$ cat src/source/icachePkg.sv
package icachePkg;

  // cache geometry
  localparam int numWays      = 4;
  localparam int numSets      = 64;
  localparam int wordsPerLine = 16;

  // address split, word select sits at bits 5 to 2
  localparam int indexBits  = 6;
  localparam int offsetBits = 4;
  localparam int tagBits    = 26;
  localparam int lineBits   = 512;

  typedef logic [31:0] fetchAddrT;

  typedef logic [tagBits-1:0] tagT;

  typedef logic [indexBits-1:0] setIdxT;

  typedef logic [offsetBits-1:0] wordSelT;

  // word 0 sits in the low bits of the line
  typedef logic [lineBits-1:0] lineT;

  typedef logic [31:0] instrT;

  // 0 is the most recent way and 3 the least recent
  typedef logic [1:0] lruPosT;

  typedef logic [numWays-1:0] wayMaskT;

  typedef enum logic [1:0] {
    initClear,
    initRun,
    initDone
  } initStateT;

endpackage

$ cat src/source/icacheReq.sv
`timescale 1ns/100ps

module icacheReq (
  input  logic                 clk,
  input  logic                 rstN,
  input  icachePkg::fetchAddrT addr,
  input  logic                 readEn,
  input  logic                 insert,
  input  icachePkg::lineT      fillLine,
  output logic                 ready,
  output icachePkg::setIdxT    rdIdx,
  output icachePkg::setIdxT    regIdx,
  output icachePkg::tagT       regTag,
  output icachePkg::wordSelT   regWord,
  output logic                 regRead,
  output logic                 regInsert,
  output icachePkg::lineT      regLine,
  output logic                 initEn
);

  icachePkg::initStateT state;
  icachePkg::setIdxT    initCount;
  icachePkg::setIdxT    idxQ;
  logic                 readAcc;
  logic                 insertAcc;

  assign readAcc   = ready && readEn;
  assign insertAcc = ready && insert;

  // the set index goes straight to the RAM read ports
  assign rdIdx = addr[icachePkg::offsetBits + 2 +: icachePkg::indexBits];

  assign initEn = (state == icachePkg::initRun);
  assign regIdx = initEn ? initCount : idxQ;

  // sweep over all sets once after reset
  always_ff @(posedge clk)
  begin
    if (!rstN)
    begin
      state     <= icachePkg::initClear;
      initCount <= '0;
    end
    else
    begin
      case (state)
        icachePkg::initClear:
        begin
          initCount <= '0;
          state     <= icachePkg::initRun;
        end
        icachePkg::initRun:
        begin
          initCount <= initCount + 1'b1;
          if (initCount == icachePkg::setIdxT'(icachePkg::numSets - 1))
            state <= icachePkg::initDone;
        end
        default: state <= icachePkg::initDone;
      endcase
    end
  end

  // the cycle after an insert is held off while the way is written
  always_ff @(posedge clk)
  begin
    if (!rstN)
    begin
      ready     <= 1'b0;
      regRead   <= 1'b0;
      regInsert <= 1'b0;
    end
    else
    begin
      ready     <= (state == icachePkg::initDone) && !insertAcc;
      regRead   <= readAcc;
      regInsert <= insertAcc;
    end
  end

  // the tag covers address bits 31 to 6, the set index included
  always_ff @(posedge clk)
  begin
    if (readAcc || insertAcc)
    begin
      idxQ    <= rdIdx;
      regTag  <= addr[icachePkg::offsetBits + 2 +: icachePkg::tagBits];
      regWord <= addr[2 +: icachePkg::offsetBits];
      regLine <= fillLine;
    end
  end

endmodule

$ cat config.mk
export PLATFORM = sky130hd
export DESIGN_NAME = icacheReq
export DESIGN_NICKNAME = d
export VERILOG_FILES = /design/src/source/icachePkg.sv /design/src/source/icacheReq.sv
export SDC_FILE = /design/constraint.sdc
export NUM_CORES = 1
export LEC_CHECK = 0
export ABC_CLOCK_PERIOD_IN_PS = 31700
export BUFFER_PORTS_ARGS = -buffer_cell sky130_fd_sc_hd__buf_2
export CORE_AREA = 2 2 432 434
export CTS_CLUSTER_SIZE = 12
export DETAILED_ROUTE_END_ITERATION = 16
export DIE_AREA = 0 0 434 436
export HOLD_SLACK_MARGIN = 0.02
export SKIP_CTS_REPAIR_TIMING = 1
export SLEW_MARGIN = 10
export SYNTH_ARGS = -nofsm -noshare
export SYNTH_HDL_FRONTEND = slang
export SYNTH_SLANG_ARGS = --single-unit
$ cat constraint.sdc
create_clock -name clk -period 31.7 [get_ports clk]
set_input_delay 6.34 -clock clk [delete_from_list [all_inputs] [get_ports clk]]
set_output_delay 6.34 -clock clk [all_outputs]
set_load 0.005 [all_outputs]
==> key figures <==
Clock network
  • H-tree depth: 3
  • Root Buffer: clkbuf_16
  • Clock Latency Late Sink: 0.68 ns
  • Longest Clk Path Bufs: 3
  • Worst-path clk slew: 0.06 ns
  • Clock Sinks: 553
  • CTS tree: done
  • Total CTS buffers: 73

Critical path
  • FF-to-FF End: regWord[2]$_DFFE_PP_
  • Critical path class: input pin to primary output
  • Worst EP arrival: 6.60 ns
  • Worst path required time: 25.36 ns
  • CP cell instances: buf_2, buf_2
  • Buf/Inv on CP: 2
  • Crit path max-delay family: buffers and inverters
  • R2R setup slack: 27.83 ns
  • FF-to-FF path depth: 4
  • R2r startpoint: ready$_SDFF_PN0_
  • CP most frequent cell: buf_2
  • Crit Path Max Fanout: 2
  • Startpoint types: input pin
  • Crit end category: primary output
  • CP max-delay cell: buf_2
  • Crit-path max cell delay: 0.13 ns

Layout
  • Fin area: 0.02774 sq mm
  • Fillers: 20631
  • Final #Nets: 2345
  • Post-Layout Cell Count: 4348
  • Share of cells above drive strength 1: 65.53%
  • Layout area overhead: 64.49%
  • Fin util: 15.02%

Global routing
  • Initial antenna violation count: 233
  • Vias in the first global route: 12272
  • Pin count of the biggest net entering global routing: 87
  • Total gr overflow: 0
  • First-pass GRT wire length: 171.9 mm
  • Tot GR Track Use: 15.06%

Floorplanning
  • Die H: 436 um
  • Site Rows: 158
  • Chip width: 434 um
  • Die area: 0.1892 sq mm
  • Core ar.: 0.1846 sq mm
  • Starting Density: 9.132%
  • I/O Pins: 1106

Timing
  • Setup violations, final: 0
  • Slew Limit Fails: 0
  • Final Cycle Share: 40.82%
  • Fmax: 0.07728 GHz
  • Endpoints failing hold: 0
  • Slew headroom: 26.86%
  • Setup Skew: 0.03412 ns
  • Worst-margin pin slew: 1.097 ns
  • Setup_tns: 0 ns
  • Min Tclk post-route: 12.94 ns
  • RSZ-0062 raised after global routing: no

Synth
  • Synth Register Bits: 553
  • Mapped cell area: 0.01686 sq mm
  • Syn. warnings: 0
  • Synthesized instance count: 618
  • Net Count, Synth: 1167
  • Post-synthesis sequential area ratio: 97.83%
  • Mapped Avg Cell Area: 27.28 sq um
  • Yosys cell types: 26

Power and ir drop
  • Static Leak: 0.01055 uW
  • Peak VDD IR: 0.03687 mV
  • Pwr/cell area: 58.83 mW/mm^2

Placement
  • Placed Cells: 4201
  • Hpwl dp: 130.5 mm
  • IO Port Bufs: 1103
  • Placed cell area: 0.02548 sq mm
  • GP Congestion: 1.055

Routing
  • Routed length per instance: 33.90 um
  • Vias after detailed routing: 12689
  • Post-DRT Antenna Nets: 0
  • DRT iter0 DRCs: 970
  • DRC Markers: 0
  • DR vias/cell: 2.918
  • Drt pass-1 iters: 5
  • Routed WL: 147.4 mm

Status
  • Status: finished clean

Flow run
  • Max-Cap Viols: 0

Min path
  • Min-delay src: initCount[3]$_SDFFE_PN0P_
  • Worst hold path type: flip-flop to flip-flop
  • WHS Path Cells: 2
  • Hold Path End: initCount[3]$_SDFFE_PN0P_
## logic make-up after synthesis
logic type / count (synthesis) / synth area share (%)
compound gates: 13 / 0.4824
buf+inv: 10 / 0.4452
simple gates: 41 / 1.165
flops: 553 / 97.83
fa+ha+maj: 1 / 0.07419
## layer usage
metal	vias to the layer above	track usage, %	part of all wire, %
met2	1221	24.25	45
met1	6028	13.74	30
met3	543	13.39	20
li1	4877	-	-
met4	20	4.553	4.1
met5	-	0	0.21
## per-stage QoR
step	total power (uW)	hold WS [ns]	setup slack, ns
after CTS	1667	0.5125	18.77
after floorplan	820.0	0.4702	12.47
after global placement	853.4	0.5080	18.77
after global routing	1692	0.5490	18.77
final	1632	0.5166	18.76
after detailed placement	855.0	0.5039	18.77
## final cells by class
class,count,area (sq um),area share [%]
tap,2480,3103,11.19
sequential,553,16500,59.48
inverter,2,7.507,0.02707
timing repair buffer,1111,5580,20.12
clock inverter,35,279.0,1.006
antenna,17,42.54,0.1534
multi-input combinational,55,297.8,1.074
clock buffer,95,1929,6.956
## cell usage after synthesis, drive strengths merged
| library cell | n | share of area (%) |
|---|---|---|
| and3 | 2 | 0.074 |
| edfxtp | 542 | 97 |
| o21ba | 1 | 0.059 |
| a22oi | 1 | 0.045 |
| buf | 8 | 0.40 |
| ha | 1 | 0.074 |
| o21a | 1 | 0.045 |
| a211oi | 1 | 0.045 |
| and2 | 1 | 0.037 |
| inv | 1 | 0.022 |
| nand4 | 1 | 0.037 |
| o21ai | 3 | 0.089 |
| nor2 | 3 | 0.067 |
| clkinv | 1 | 0.022 |
| and3b | 1 | 0.052 |
| nor2b | 1 | 0.037 |
| o211ai | 1 | 0.045 |
| nand2b | 1 | 0.082 |
| dfxtp | 11 | 1.3 |
| or4 | 2 | 0.089 |
| nand3b | 1 | 0.045 |
| a31oi | 1 | 0.037 |
| nand2 | 25 | 0.56 |
| nand3 | 3 | 0.089 |
| a21oi | 4 | 0.12 |
## worst max path at each step
stage	from	to	slack (ns)	cells past startpoint
after global placement	addr[6]	rdIdx[0]	18.77	2
after global routing	addr[6]	rdIdx[0]	18.77	2
after detailed placement	addr[6]	rdIdx[0]	18.77	2
final	addr[6]	rdIdx[0]	18.76	2
after floorplan	readEn	regLine[0]$_DFFE_PP_	12.47	1
after CTS	addr[6]	rdIdx[0]	18.77	2
## registers in the layout, summed over array words and instances (netlist names)
register and flops:
regRead 1, regWord 4, state 2, regInsert 1, ready 1, regTag 26
initCount 6, regLine 512
## power by group
| group | internal [uW] | total [uW] | leakage, uW | switching, uW |
|---|---|---|---|---|
| registers | 803 | 803 | 0.00496 | 0.415 |
| clock network | 448 | 792 | 0.00107 | 344 |
| logic | 24.0 | 37.0 | 0.00452 | 13.0 |
## cells in the final DEF (no fill, tap or decap), types with 2 or more instances in the layout
cell type   instances
dfxtp_1            11
clkbuf_8            2
clkbuf_16          73
or4_1               2
and3_1              2
o21ai_0             3
inv_6               3
nor2_1              3
nand3_1             3
a21oi_1             4
diode_2            17
bufinv_16           2
buf_4               8
buf_2            1103
clkinvlp_4          3
nand2_1            25
clkbuf_1           20
clkinv_1           12
edfxtp_1          542
clkinv_2           10
clkinv_8            2
## worst reg2reg max path: stages, from the launching register on
cell and delay, ns:
dfxtp_1 0.50, o21a_4 0.28, buf_4 0.80, buf_4 0.84, buf_4 0.95
No activity file was read; power rests on OpenSTA's default activity.
