File: config.mk
export PLATFORM = sky130hd
export DESIGN_NAME = icacheLru
export DESIGN_NICKNAME = d
export VERILOG_FILES = /design/src/source/icachePkg.sv /design/src/source/icacheLru.sv
export SDC_FILE = /design/constraint.sdc
export NUM_CORES = 1
export LEC_CHECK = 0
export BUFFER_PORTS_ARGS = -buffer_cell sky130_fd_sc_hd__buf_2
export CORE_ASPECT_RATIO = 1.75
export CORE_MARGIN = 5
export CORE_UTILIZATION = 55
export CTS_CLUSTER_SIZE = 24
export DETAILED_ROUTE_END_ITERATION = 16
export HOLD_SLACK_MARGIN = 0.02
export PLACE_DENSITY = 0.81
export SETUP_SLACK_MARGIN = 0.15
export SKIP_CTS_REPAIR_TIMING = 1
export SLEW_MARGIN = 20
export SYNTH_ARGS = -nofsm -noshare
export SYNTH_HDL_FRONTEND = slang
export SYNTH_SLANG_ARGS = --single-unit
File: constraint.sdc
create_clock -name clk -period 7.8 [get_ports clk]
set_input_delay 2.34 -clock clk [delete_from_list [all_inputs] [get_ports clk]]
set_output_delay 2.34 -clock clk [all_outputs]
set_load 0.01 [all_outputs]
File: src/source/icachePkg.sv
package icachePkg;

  // cache geometry
  localparam int numWays      = 4;
  localparam int numSets      = 64;
  localparam int wordsPerLine = 16;

  // address split, word select sits at bits 5 to 2
  localparam int indexBits  = 6;
  localparam int offsetBits = 4;
  localparam int tagBits    = 26;
  localparam int lineBits   = 512;

  typedef logic [31:0] fetchAddrT;

  typedef logic [tagBits-1:0] tagT;

  typedef logic [indexBits-1:0] setIdxT;

  typedef logic [offsetBits-1:0] wordSelT;

  // word 0 sits in the low bits of the line
  typedef logic [lineBits-1:0] lineT;

  typedef logic [31:0] instrT;

  // 0 is the most recent way and 3 the least recent
  typedef logic [1:0] lruPosT;

  typedef logic [numWays-1:0] wayMaskT;

  typedef enum logic [1:0] {
    initClear,
    initRun,
    initDone
  } initStateT;

endpackage

File: src/source/icacheLru.sv
`timescale 1ns/100ps

module icacheLru (
  input  logic               clk,
  input  logic               rstN,
  input  icachePkg::setIdxT  regIdx,
  input  logic               regRead,
  input  logic               regInsert,
  input  logic               initEn,
  input  icachePkg::wayMaskT tagMatch,
  input  icachePkg::instrT   wayInstr0,
  input  icachePkg::instrT   wayInstr1,
  input  icachePkg::instrT   wayInstr2,
  input  icachePkg::instrT   wayInstr3,
  output icachePkg::wayMaskT fillWe,
  output logic               hit,
  output icachePkg::instrT   instr
);

  localparam icachePkg::lruPosT oldestPos = icachePkg::lruPosT'(icachePkg::numWays - 1);

  icachePkg::lruPosT  pos [icachePkg::numSets][icachePkg::numWays];
  icachePkg::lruPosT  curPos [icachePkg::numWays];
  icachePkg::lruPosT  newPos [icachePkg::numWays];
  icachePkg::instrT   wayInstr [icachePkg::numWays];
  icachePkg::wayMaskT selWay;
  icachePkg::lruPosT  selPos;
  logic               found;

  assign wayInstr[0] = wayInstr0;
  assign wayInstr[1] = wayInstr1;
  assign wayInstr[2] = wayInstr2;
  assign wayInstr[3] = wayInstr3;

  // a read takes the lowest matching way, an insert takes the oldest way
  always_comb
  begin
    selWay = '0;
    selPos = '0;
    found  = 1'b0;
    instr  = '0;
    for (int w = 0; w < icachePkg::numWays; w++)
    begin
      curPos[w] = pos[regIdx][w];
      if (!found && ((regRead && tagMatch[w]) || (regInsert && curPos[w] == oldestPos)))
      begin
        selWay[w] = 1'b1;
        selPos    = curPos[w];
        found     = 1'b1;
        if (regRead)
          instr = wayInstr[w];
      end
    end
  end

  always_comb
  begin
    for (int w = 0; w < icachePkg::numWays; w++)
    begin
      if (selWay[w])
        newPos[w] = '0;
      else if (curPos[w] < selPos)
        newPos[w] = curPos[w] + 1'b1;
      else
        newPos[w] = curPos[w];
    end
  end

  assign hit    = regRead && found;
  assign fillWe = selWay & {icachePkg::numWays{regInsert}};

  always_ff @(posedge clk)
  begin
    if (!rstN)
    begin
      for (int s = 0; s < icachePkg::numSets; s++)
        for (int w = 0; w < icachePkg::numWays; w++)
          pos[s][w] <= icachePkg::lruPosT'(w);
    end
    else if (initEn)
    begin
      for (int w = 0; w < icachePkg::numWays; w++)
        pos[regIdx][w] <= icachePkg::lruPosT'(w);
    end
    else if (found)
    begin
      // misses leave the order alone
      for (int w = 0; w < icachePkg::numWays; w++)
        pos[regIdx][w] <= newPos[w];
    end
  end

endmodule

==> impl_metrics.py <==
metrics = {
    "outcome": {
        "status": "finished with violations",
        "violations": "setup timing",
    },
    "setup_path": {
        "rrSetupSlack_ps": 2670,
        "cp-start-kind": "input port",
        "reg2reg_depth": 20,
        "crit_path_start": "regIdx[0]",
        "critPathKind": "input port to output port",
        "path_max_fanout": 11,
        "r2r_start": "pos[23][2]",
        "crit_required_ps": 5460,
        "crit_path_end_kind": "output port",
        "arrival_ps": 5810,
    },
    "global_routing": {
        "grt_max_degree": 66,
        "grt_pass1_vias": 20320,
        "grt_pass1_wl_um": 132200,
        "antenna_found_initial": 8,
        "grt_use_total_pct": 36.45,
        "grt-ovfl-total": 0,
    },
    "detailed_routing": {
        "drt_iter0_drc": 3016,
        "wl_met3_um": 10440,
        "routedLengthMet1_um": 27830,
        "avgViaCountPerCell": 6.889,
        "first_pass_iters": 9,
        "highest_layer": "met4",
        "ant_nets": 0,
        "vias": 20730,
        "wl_met2_um": 46030,
        "totalWireLength_um": 95170,
        "avgRoutedWirePerCell_um": 31.63,
        "drc_errors": 0,
    },
    "layout": {
        "fill_cells": 3032,
        "reg.largest.list": "pos (512)",
        "layout-drive-gt1-share_pct": 33.03,
        "fin_nets": 2550,
        "multi_input_area_um2": 8891,
        "top_register": "pos",
        "seqCellArea_um2": 15370,
        "largest_reg_flops": 512,
        "synthToLayoutAreaGrowth_pct": 24.81,
    },
    "min_path": {
        "hold_path_class": "register to register",
        "hold_depth": 8,
        "worstHoldStart": "pos[54][5]",
    },
    "synthesis": {
        "synth_top_family_by_area": "simple AND/OR/NAND/NOR gates",
        "synthCells": 2022,
        "syn_area_per_cell_um2": 12.24,
        "synth.most_common_cell": "edfxtp_1",
        "synth_fp_nets": 2173,
        "synth_xor_area_share_pct": 0,
        "synthMuxAreaShare_pct": 6.564,
        "synth_commonest_cells": "512 x edfxtp_1, 444 x nand2_1, 215 x nor3_1",
        "synthSimpleGateAreaFrac_pct": 17.36,
        "synth_compound_area_share_pct": 9.370,
        "synthArstFlopShare_pct": 0,
        "yosysWarnings": 0,
        "synth_cell_types": 73,
        "synth_top_area_share_pct": 62.14,
        "synth-edff-count": 512,
        "ys_ff_latch": 512,
        "seq_area_frac_synth_pct": 62.14,
        "synth_area_leaders": "edfxtp_1 62%, nand2_1 6.7%, nor3_1 4.3%",
        "netlist_area_um2": 24740,
        "synth-adder-area-share_pct": 0.4046,
        "yosysTopAreaCell": "edfxtp_1",
        "synth_flop_cell": "edfxtp_1",
    },
    "clock_tree": {
        "insertion_delay_ps": 560,
        "numCtsBuffers": 42,
        "cts_buffer_depth": 3,
        "cts_max_level": 2,
        "clock_sinks": 512,
        "path_clk_slew_ps": 70,
        "clockRootBuffer": "clkbuf_16",
        "cts_tree": "built",
    },
    "sta": {
        "finalCritPeriodShare_pct": 104.5,
        "setup_viol": 36,
        "rsz0062_at_grt": "true",
        "final.setup.worst_slack_ps": -349.4,
        "drv_slew": 0,
        "whs_ps": 1493,
        "tightestPinTransition_ps": 1294,
        "finalHoldViolations": 0,
        "max_freq_ghz": 0.1227,
        "worst_clock_skew_ps": 19.06,
        "min_period_ps": 8149,
        "slew-limit-headroom_pct": 13.01,
    },
    "power_and_ir_drop": {
        "p_leak_nw": 10.09,
        "p_per_area_nw_per_um2": 221.8,
        "ir_worst_vdd_v": 0.0001918,
        "power_mw": 6.849,
    },
    "die": {
        "start_util_pct": 55.71,
        "die_width_um": 170.3,
        "ioPinCount": 180,
        "die_area_um2": 49490,
        "die_h_um": 290.6,
        "rows": 102,
        "core_um2": 44410,
    },
    "run": {
        "cap_violations": 0,
    },
    "placed_design": {
        "hpwl_um": 66660,
        "io_buffers": 179,
        "globalplace.congestion": 1.030,
    },
}
-- layout by cell type (no fill, tap or decap), types with 18 or more instances in the layout --
cell       synthesis  routed
a21boi_2           0      25
a21oi_1           26      23
a222oi_1          37      37
a22oi_1           78      70
buf_12             0      63
buf_2             59     173
buf_4              8     247
clkbuf_16          0      54
edfxtp_1         512     512
inv_1             18      18
mux2i_1           72      65
mux4_2            32      32
nand2_1          444     440
nand3_1           20      20
nor2_1            79      75
nor3_1           215     213
nor3_2            60      61
-- final timing paths --
kind,to
worst min-delay path,pos[1][5]
worst min register to register,pos[1][5]
worst max register to register,pos[46][5]
worst max-delay path,instr[8]
-- final cells by class --
class,count,share of cell area (%)
well taps,572,2.318
multi-input cells,1313,28.79
repair buffers,510,14.40
clock buffers,49,3.557
inverters,20,0.2431
diodes,6,0.04862
clock inverters,27,0.8509
flip-flops and latches,512,49.79
-- report_power, final --
group | total (mW) | switching (mW) | internal (mW)
logic | 1.60 | 1.04 | 0.559
clock network | 2.15 | 0.974 | 1.18
registers | 3.10 | 0.0245 | 3.07
total | 6.85 | 2.04 | 4.81
-- kinds of logic (layout without fill, tap and decap cells) --
| family | count (synthesis) | after routing |
|---|---|---|
| AOI/OAI and AO/OA | 298 | 298 |
| adders and majority gates | 8 | 8 |
| buffers and inverters | 197 | 606 |
| DFF | 512 | 512 |
| muxes | 118 | 118 |
| other | 0 | 6 |
| and+or+nand+nor | 889 | 889 |
-- metrics by stage --
stage / setup TNS [ps] / instance area [um2] / worst slack (ps) / std cells / util, %
floorplan: 0 / 25030 / 150.1 / 2022 / -
global placement: -16710 / 28360 / -514.2 / 2876 / 63.87
global route: -13410 / 30880 / -460.2 / 3007 / 69.52
finish: -6834 / 30880 / -349.4 / 3009 / 69.53
detailed placement: -18810 / 28370 / -601.4 / 2876 / 63.88
CTS: -19250 / 29730 / -610.3 / 2952 / 66.94
-- worst max-delay path: stages --
cell and delay [ps]:
buf_6 120, buf_8 140, buf_4 160, nor3_4 290, buf_12 200, a22oi_2 110
a31oi_2 250, buf_4 180, nor4_2 30, buf_4 130, nand4_1 160, ha_2 270
a22o_4 290, nor2_4 60, buf_12 150, clkbuf_16 160, a222oi_1 440, a21boi_2 100
buf_2 160
-- routing by layer --
layer / vias to the layer above / track usage (%)
met2: 1796 / 60.90
met3: 562 / 6.886
met4: 0 / 29.79
li1: 8456 / -
met5: - / 0
met1: 9916 / 39.65
No activity file was read; power rests on OpenSTA's default activity.
